## src/source/seedPkg.sv

```systemverilog
// Shared types and constants for the SEED round-per-cycle core.
// Holds the widths, the controller bus, the key-schedule constants,
// the two S-box tables and the G-function masks used by every block.
package seedPkg;

	localparam int BlockWidth = 128;
	localparam int Rounds = 16;

	typedef logic [BlockWidth-1:0] block_t;
	typedef logic [BlockWidth/2-1:0] half_t; // One Feistel half or one subkey
	typedef logic [31:0] word_t;
	typedef logic [7:0] byte_t;
	typedef logic [Rounds-1:0] roundHot_t;

	// Controller outputs shared by both datapaths
	typedef struct packed {
		logic keyLoad;
		logic dataLoad;
		logic running;
		roundHot_t round; // Bit 0 marks round 1
		logic lastRound;
		logic decrypt;
	} ctlBus_t;

	// Key-schedule constants KC0..KC15
	localparam word_t [0:Rounds-1] KeyConst = {
		32'h9E3779B9, 32'h3C6EF373, 32'h78DDE6E6, 32'hF1BBCDCC,
		32'hE3779B99, 32'hC6EF3733, 32'h8DDE6E67, 32'h1BBCDCCF,
		32'h3779B99E, 32'h6EF3733C, 32'hDDE6E678, 32'hBBCDCCF1,
		32'h779B99E3, 32'hEF3733C6, 32'hDE6E678D, 32'hBCDCCF1B
	};

	// Byte masks m3..m0 of the G-function mix
	localparam byte_t [3:0] GMask = {8'h3F, 8'hCF, 8'hF3, 8'hFC};

	// Entry 0 sits in the leftmost byte of the first row
	localparam byte_t [0:255] SBox1 = {
		128'hA985D6D3541DAC255D43181E51FCCA63,
		128'h284420_9DE0E2C817A58F037BBB13D2EE,
		128'h708C3FA832DDF674EC950B575C5BBD01,
		128'h241C739810CCF2D92CE772839BD186C9,
		128'h6050A3EB0DB69E4FB75AC678A612AFD5,
		128'h61C3B441527D8D081F99001904_53F7E1,
		128'hFD762F27B08B0EABA26E934D697C090A,
		128'hBFEFF3C58714FE64DE2E4B1A06216B66,
		128'h02F5928A0CB37ED07A4796E52680ADDF,
		128'hA13037AE36152238F4A7454C81E98497,
		128'h35CBCE3C7111C78975FBDAF8945982C4,
		128'hFF493967C0CFD7B80F8E4223916CDBA4,
		128'h34F148C26F3D2D40BE3EBCC1AABA4E55,
		128'h3BDC687F9CD84A5677A0ED46B52B65FA,
		128'hE3B9B19F5EF9E6B231EA6D5FE4F0CD88,
		128'h163A58D462290733E81B05799_06A2A9A
	};

	localparam byte_t [0:255] SBox2 = {
		128'h38E82DA6CFDEB3B8AF6055C7446F6B5B,
		128'hC36233B529A0E2A7D39111061CBC364B,
		128'hEF886CA817C416F4C245E1D63F3D8E98,
		128'h284EF63EA5F90DDFD82B667A272FF172,
		128'h42D441C07367AC8BF7AD801FCA2CAA34,
		128'hD20BEEE95D9418F857AE08C513CD86B9,
		128'hFF7DC131F58A6AB1D120D7022204_6871,
		128'h07DB9D9961BEE659DD5190DC9AA3ABD0,
		128'h810F471AE3EC8DBF967B5CA2A163234D,
		128'hC89E9C3A0C2EBA6E9F5AF292F34978CC,
		128'h15FB70757F351003646DC674D5B4EA09,
		128'h7619FE4012E0BD05FA01F02A5EA95643,
		128'h8514899BB0E5487997FC1E82218C1B5F,
		128'h7754B21D254F004_6ED5852EB7EDAC9FD,
		128'h3095653CB6E4BB7C0E50392632846993,
		128'h37E724A4CB530A87D94C838FCE3B4AB7
	};

endpackage

```

## src/source/seedControl.sv

```systemverilog
// FSM and one-hot round counter of the SEED core.
// Accepts key and data requests from the host while idle and drives
// the shared control bus and the BSY, Kvld and Dvld status outputs.
`timescale 1ns/100ps

module seedControl (
	input logic CLK,
	input logic RSTn,
	input logic Krdy,
	input logic Drdy,
	input logic EncDec, // High selects decryption
	output seedPkg::ctlBus_t ctl,
	output logic BSY,
	output logic Kvld,
	output logic Dvld
);

	typedef enum logic [2:0] {
		StInitial,  // No key loaded yet
		StIdle,
		StKeySched,
		StEncrypt,
		StDecrypt
	} state_t;

	state_t state;
	seedPkg::roundHot_t round;
	logic ready;
	logic running;
	logic keyLoad;
	logic dataLoad;

	assign ready = (state == StInitial) || (state == StIdle);
	assign running = (state == StEncrypt) || (state == StDecrypt);

	// Krdy wins over Drdy, data waits for a key
	assign keyLoad = ready && Krdy;
	assign dataLoad = (state == StIdle) && !Krdy && Drdy;

	always_comb begin
		ctl.keyLoad = keyLoad;
		ctl.dataLoad = dataLoad;
		ctl.running = running;
		ctl.round = round;
		ctl.lastRound = running && round[seedPkg::Rounds-1];
		ctl.decrypt = running ? (state == StDecrypt) : EncDec; // Live while accepting
	end

	assign BSY = !ready;
	assign Kvld = (state == StKeySched);
	assign Dvld = running && round[seedPkg::Rounds-1];

	always_ff @(posedge CLK) begin
		if (!RSTn) begin
			state <= StInitial;
			round <= seedPkg::roundHot_t'(1);
		end else begin
			case (state)
				StInitial, StIdle: begin
					if (keyLoad)
						state <= StKeySched;
					else if (dataLoad)
						state <= EncDec ? StDecrypt : StEncrypt;
				end
				StKeySched: state <= StIdle;
				StEncrypt, StDecrypt: begin
					round <= {round[seedPkg::Rounds-2:0], round[seedPkg::Rounds-1]};
					if (round[seedPkg::Rounds-1])
						state <= StIdle; // Marker wraps back to bit 0
				end
				default: state <= StInitial;
			endcase
		end
	end

endmodule

```

## config.mk

```make
export PLATFORM = sky130hd
export DESIGN_NAME = seedControl
export DESIGN_NICKNAME = d
export VERILOG_FILES = /design/src/source/seedPkg.sv /design/src/source/seedControl.sv
export SDC_FILE = /design/constraint.sdc
export NUM_CORES = 1
export LEC_CHECK = 0
export ABC_AREA = 1
export BUFFER_PORTS_ARGS = -buffer_cell sky130_fd_sc_hd__clkbuf_2
export CAP_MARGIN = 40
export CELL_PAD_IN_SITES_DETAIL_PLACEMENT = 0
export CELL_PAD_IN_SITES_GLOBAL_PLACEMENT = 2
export CORE_ASPECT_RATIO = 0.75
export CORE_MARGIN = 3
export CORE_UTILIZATION = 26
export DETAILED_ROUTE_END_ITERATION = 8
export HOLD_SLACK_MARGIN = 0.03
export PLACE_DENSITY_LB_ADDON = 0.1
export SLEW_MARGIN = 10
export SYNTH_ARGS = -nofsm -noshare
export SYNTH_HDL_FRONTEND = slang
export SYNTH_SLANG_ARGS = --single-unit
```

## constraint.sdc

```tcl
create_clock -name CLK -period 1.75 [get_ports CLK]
set_clock_uncertainty 0.15 [all_clocks]
set_input_delay 0.4375 -clock CLK [delete_from_list [all_inputs] [get_ports CLK]]
set_output_delay 0.4375 -clock CLK [all_outputs]
set_load 0.05 [all_outputs]
```

==> impl_results.md, run 1 <==
* Status: finished with violations
* Violated checks: setup timing
* Final Max Slew Viols at 0
* Worst hold path type: reg -> reg
* Worst hold margin at 0.357 ns
* Number of diodes at 0
* RSZ-0062 raised after global routing: yes
* Worst EP arrival at 1.27 ns
* Max_slew headroom at 77.7%
* Highest clock rate at 538 MHz
* Final core occ at 41.4%
* Die area at 4190 sq um
* CTS tree: built
* Drt via density at 4.35
* WL per Instance at 11.3 um
* DP HPWL at 1.46 mm
* Total wire length at 2.10 mm
* # DRC at 0
* Area growth syn-to-layout at 43.4%
* Detail Route Antenna Nets at 0
* # nets final at 154
* Fin crit share at 106%
* Netlist cell types at 22
* Core Area at 3110 sq um
* Largest net degree at the start of global routing at 20
* First-pass GRT wire length at 3.68 mm
* Synthesized area at 896 sq um
* Clock sink count at 19
* Setup crit start kind: flop
* Share of layout cells above drive strength 1 at 45.9%
* GRT Resource Usage Total at 11.2%
* # port buffers at 28
* Die Wd at 73.8 um
* Fin. Hold Viols at 0
* H-tree depth at 1
* Crit Path Category: reg -> out
* Vias in the first global route at 794
* RePlAce Congestion at 0.865
* CP Max Fanout at 4
* Rows at 17
* Final setup viols at 5
* Seq/Total Area, Yosys at 42.5%
* CTS clk-pin slew, worst paths at 0.07 ns
* Avg Inst Size Synth at 7.66 sq um
* Boundary pin count at 29
* Yosys reg bits at 19
* Initial core utilization at 28.8%
* Initial antenna violation count at 0
* Clk root buf: clkbuf_8
* Multi-input logic area at 453 sq um
* Register Area at 392 sq um
* Syn. warnings at 0
* Synth Instances at 117
* Crit path capture type: output port
* Die span in y at 56.8 um
* Vias after detailed routing at 810
* First-pass iteration count of the detailed router at 4
* CP Data Required Time at 1.16 ns
* Syn_nets at 122
* Measured slew at the worst slew-check pin at 0.335 ns
* Final setup margin at -0.109 ns
* Initial DRC Count at 50
* Worst skew pair latency at 0.26 ns
* Max_cap viols at 0
* Clock Path Buffers at 2
* Congestion Overflow GR at 0
* FILL cells at 333
* Final min period at 1.86 ns
* Total CTS buffers at 3
-- critical path: stages, from the launching register on --
cell and delay, ns:
dfxtp_4 0.38, inv_4 0.05, nor2_4 0.10, nand2_4 0.08, nand2_8 0.08, nand2_4 0.05, clkinvlp_4 0.10, clkbuf_16 0.16
-- flip-flops by register name, indices dropped and copies added (netlist names) --
register,flops
round,16
state,3
-- metrics by stage --
step / setup TNS, ns / cells / setup slack, ns / area, sq um
4_1_cts: -0.392 / 185 / -0.113 / 1250
2_1_floorplan: -0.288 / 117 / -0.171 / 930
3_3_place_gp: 0 / 178 / 0.0632 / 1060
6_report: -0.318 / 186 / -0.109 / 1280
3_5_place_dp: 0 / 178 / 0.0620 / 1060
5_1_grt: -0.800 / 186 / -0.180 / 1280
-- path summary, 6_finish.rpt --
| path | startpoint | end | slack [ns] | cells after the start |
|---|---|---|---|---|
| worst min register to register | round[5]$_SDFFE_PN0N_ | round[6]$_SDFFE_PN0N_ | 0.36 | 2 |
| worst min-delay path | round[5]$_SDFFE_PN0N_ | round[6]$_SDFFE_PN0N_ | 0.36 | 2 |
| worst max register to register | state[1]$_SDFFE_PN0P_ | state[0]$_SDFFE_PN0P_ | 0.21 | 11 |
| worst max-delay path | state[1]$_SDFFE_PN0P_ | ctl[1] | -0.11 | 7 |
-- placed cells by master, fill, tap and decap left out, types with 2 or more instances in the layout --
master and instances:
buf_8 5, dfxtp_4 3, nor2_1 26, dfxtp_1 16, nand3_1 6, nor2_2 8
nand2_1 8, inv_2 2, inv_1 5, nand2_4 4, o21ai_0 16, clkbuf_8 4
buf_4 6, a21oi_1 2, clkbuf_16 2, nor2_4 3, clkbuf_2 20
-- layout make-up --
cell class                      count  area share (%)
Timing Repair Buffer               35            23.0
Inverter                           10            3.99
Sequential cell                    19            30.5
Tap cell                           38            3.70
Clock buffer                        3            3.21
Multi-Input combinational cell     80            35.2
Clock inverter                      1           0.389
-- synthesized netlist by cell type --
| cell type | count | area (sq um) |
|---|---|---|
| nand3_1 | 6 | 30.0 |
| nor2_2 | 10 | 62.6 |
| nand2_1 | 10 | 37.5 |
| nand2_4 | 1 | 11.3 |
| a21oi_2 | 1 | 8.76 |
| nor3_1 | 1 | 5.00 |
| buf_12 | 1 | 20.0 |
| buf_1 | 1 | 3.75 |
| buf_6 | 1 | 11.3 |
| a21oi_1 | 2 | 10.0 |
| nand2_8 | 1 | 20.0 |
| buf_2 | 1 | 5.00 |
| nor2_1 | 27 | 101 |
| nand4_1 | 1 | 6.26 |
| o21ai_0 | 17 | 85.1 |
| nand3_2 | 1 | 10.0 |
| dfxtp_1 | 19 | 380 |
| inv_2 | 2 | 7.51 |
| buf_4 | 4 | 30.0 |
| inv_1 | 7 | 26.3 |
| nand2_2 | 2 | 12.5 |
| inv_8 | 1 | 11.3 |
-- repair_timing --
| item | in CTS | in global routing |
|---|---|---|
| setup endpoints to repair | 7 | 8 |
| endpoints found under the hold margin | 0 | 0 |
| gates resized for setup | 27 | 10 |
| pin swaps | 0 | 2 |
| buffers inserted | 3 | 1 |
| hold buffers | 0 | 0 |
-- per-layer routing --
layer	vias to the layer above	track usage (%)	routed length (um)
li1	430	-	-
met1	350	14.8	1070
met2	28	17.0	876
met3	2	4.65	145
met4	0	2.33	8
met5	-	0	0
-- cell families after synthesis --
kind of cell,synth area share (%)
buf+inv,12.8
compound gates,11.6
flops,42.5
simple gates,33.1
Power of run 1 is left out: the tool's default activity adds up to more than one toggle a clock period on the data nets, which glitch-free logic cannot reach.
==> run 2: changes to the inputs <==
CTS_BUF_LIST = sky130_fd_sc_hd__clkbuf_16   (was default)
==> run 2 against run 1 <==
  * The run still ends with setup timing left
  * Worst setup slack improved by 0.014 ns
  * Critical path depth unchanged
  * Die area unchanged
  * Cell count increased by 0.54%
  * Utilization increased by 1.1 points
  * Sequential cell count unchanged
  * Critical endpoint unchanged
==> impl_results.md, run 2 (synthesized netlist as in run 1, its figures left out) <==
* Status: finished with violations (unchanged)
* Violated checks: setup timing (unchanged)
* Initial DRC Count at 25 (was 50)
* Commonest non-fill, non-tap cell in the layout: nor2_1 (unchanged)
* Die span in y at 56.8 um (unchanged)
* Vias after detailed routing at 815 (was 810)
* Rows at 17 (unchanged)
* CP Max Fanout at 4 (unchanged)
* Initial core utilization at 28.8% (unchanged)
* Congestion Overflow GR at 0 (unchanged)
* Die Wd at 73.8 um (unchanged)
* Total CTS buffers at 3 (unchanged)
* Crit path capture type: output port (unchanged)
* First-pass GRT wire length at 3.68 mm (about the same)
* Fin. Hold Viols at 0 (unchanged)
* Number of diodes at 0 (unchanged)
* Total wire length at 2.13 mm (was 2.10 mm)
* Vias in the first global route at 782 (was 794)
* Highest clock rate at 542 MHz (was 538 MHz)
* Area post-placement at 1060 sq um (unchanged)
* Final core occ at 42.5% (was 41.4%)
* RSZ-0062 raised after global routing: yes (unchanged)
* DP HPWL at 1.46 mm (unchanged)
* Largest register FFs at 16 (unchanged)
* Final cell count without fillers at 187 (was 186)
* Fin area at 1320 sq um (was 1280 sq um)
* # DRC at 0 (unchanged)
* Largest register by flop count: round (unchanged)
* Detail Route Antenna Nets at 0 (unchanged)
* # port buffers at 28 (unchanged)
* Share of layout cells above drive strength 1 at 47.7% (was 45.9%)
* Measured slew at the worst slew-check pin at 0.349 ns (was 0.335 ns)
* Max_slew headroom at 76.8% (was 77.7%)
* Clock sink count at 19 (unchanged)
* GRT Resource Usage Total at 11.2% (unchanged)
* Clock Path Buffers at 2 (unchanged)
* Initial antenna violation count at 0 (unchanged)
* Core Area at 3110 sq um (unchanged)
* Max_cap viols at 0 (unchanged)
* CP Data Required Time at 1.16 ns (about the same)
* Most frequent cells in the layout: nor2_1, clkbuf_2, o21ai_0, dfxtp_1, nor2_2 (was nor2_1, clkbuf_2, o21ai_0, dfxtp_1)
* CTS tree: built (unchanged)
* Largest regs: round x16, state x3 (unchanged)
* First-pass iteration count of the detailed router at 4 (unchanged)
* Worst EP arrival at 1.26 ns (was 1.27 ns)
* Fin crit share at 105% (was 106%)
* Worst hold path type: reg -> reg (unchanged)
* Setup crit start kind: flop (unchanged)
* Largest net degree at the start of global routing at 20 (unchanged)
* CTS clk-pin slew, worst paths at 0.05 ns (was 0.07 ns)
* Worst skew pair latency at 0.25 ns (was 0.26 ns)
* Drt via density at 4.36 (was 4.35)
* R2R Setup Slk at 0.22 ns (was 0.21 ns)
* WL per Instance at 11.4 um (was 11.3 um)
* Final setup viols at 6 (was 5)
* Area growth syn-to-layout at 47.3% (was 43.4%)
* Crit Path Category: reg -> out (unchanged)
* Placed Instances at 178 (unchanged)
* Boundary pin count at 29 (unchanged)
* Clk root buf: clkbuf_16 (was clkbuf_8)
* Final min period at 1.85 ns (was 1.86 ns)
* Hold_buf cts at 0 (unchanged)
* # nets final at 155 (was 154)
* FILL cells at 329 (was 333)
* Die area at 4190 sq um (unchanged)
* H-tree depth at 1 (unchanged)
* Final Max Slew Viols at 0 (unchanged)
* Final setup margin at -0.0956 ns (was -0.109 ns)
* RePlAce Congestion at 0.865 (unchanged)
run 2: metal layers:
metal  up-vias  wire, um  track usage (%)
met4         0         7             2.33
met3         2       131             4.83
li1        438         -                -
met1       355      1100             15.0
met5         -         0                0
met2        20       889             16.7
run 2: repair_timing:
action                                  CTS  global route
pin swaps                                 0             6
buffers inserted                          3             2
resized for setup                        22            15
endpoints found under the setup margin    7             8
run 2: area by class of cell:
cell class	count	area, sq um	share of cell area [%]
inverters	10	51.3	3.89
clock inverters	1	5.00	0.379
well taps	38	47.5	3.60
flip-flops and latches	19	392	29.7
clock buffers	3	75.1	5.69
multi-input cells	80	460	34.9
repair buffers	36	289	21.9
run 2: final timing paths:
path | startpoint | endpoint | cells past startpoint
max | state[1]$_SDFFE_PN0P_ | ctl[1] | 7
min | round[5]$_SDFFE_PN0N_ | round[6]$_SDFFE_PN0N_ | 2
max reg2reg | state[1]$_SDFFE_PN0P_ | state[0]$_SDFFE_PN0P_ | 11
min reg2reg | round[5]$_SDFFE_PN0N_ | round[6]$_SDFFE_PN0N_ | 2
run 2: stage by stage:
stage / setup WS, ns / TNS (ns) / hold WS [ns]
global placement: 0.0632 / 0 / 0.344
global route: -0.153 / -0.717 / 0.370
CTS: -0.0948 / -0.328 / 0.357
floorplan: -0.171 / -0.288 / 0.330
detailed placement: 0.0620 / 0 / 0.346
finish: -0.0956 / -0.348 / 0.355
run 2: critical path: stages, from the launching register on:
cell and delay, ns:
dfxtp_4 0.38, inv_4 0.05, nor2_4 0.11, nand2_4 0.08, nand2_8 0.08, nand2_4 0.05
clkinvlp_4 0.10, clkbuf_16 0.16
Power of run 2 is left out for the same reason.
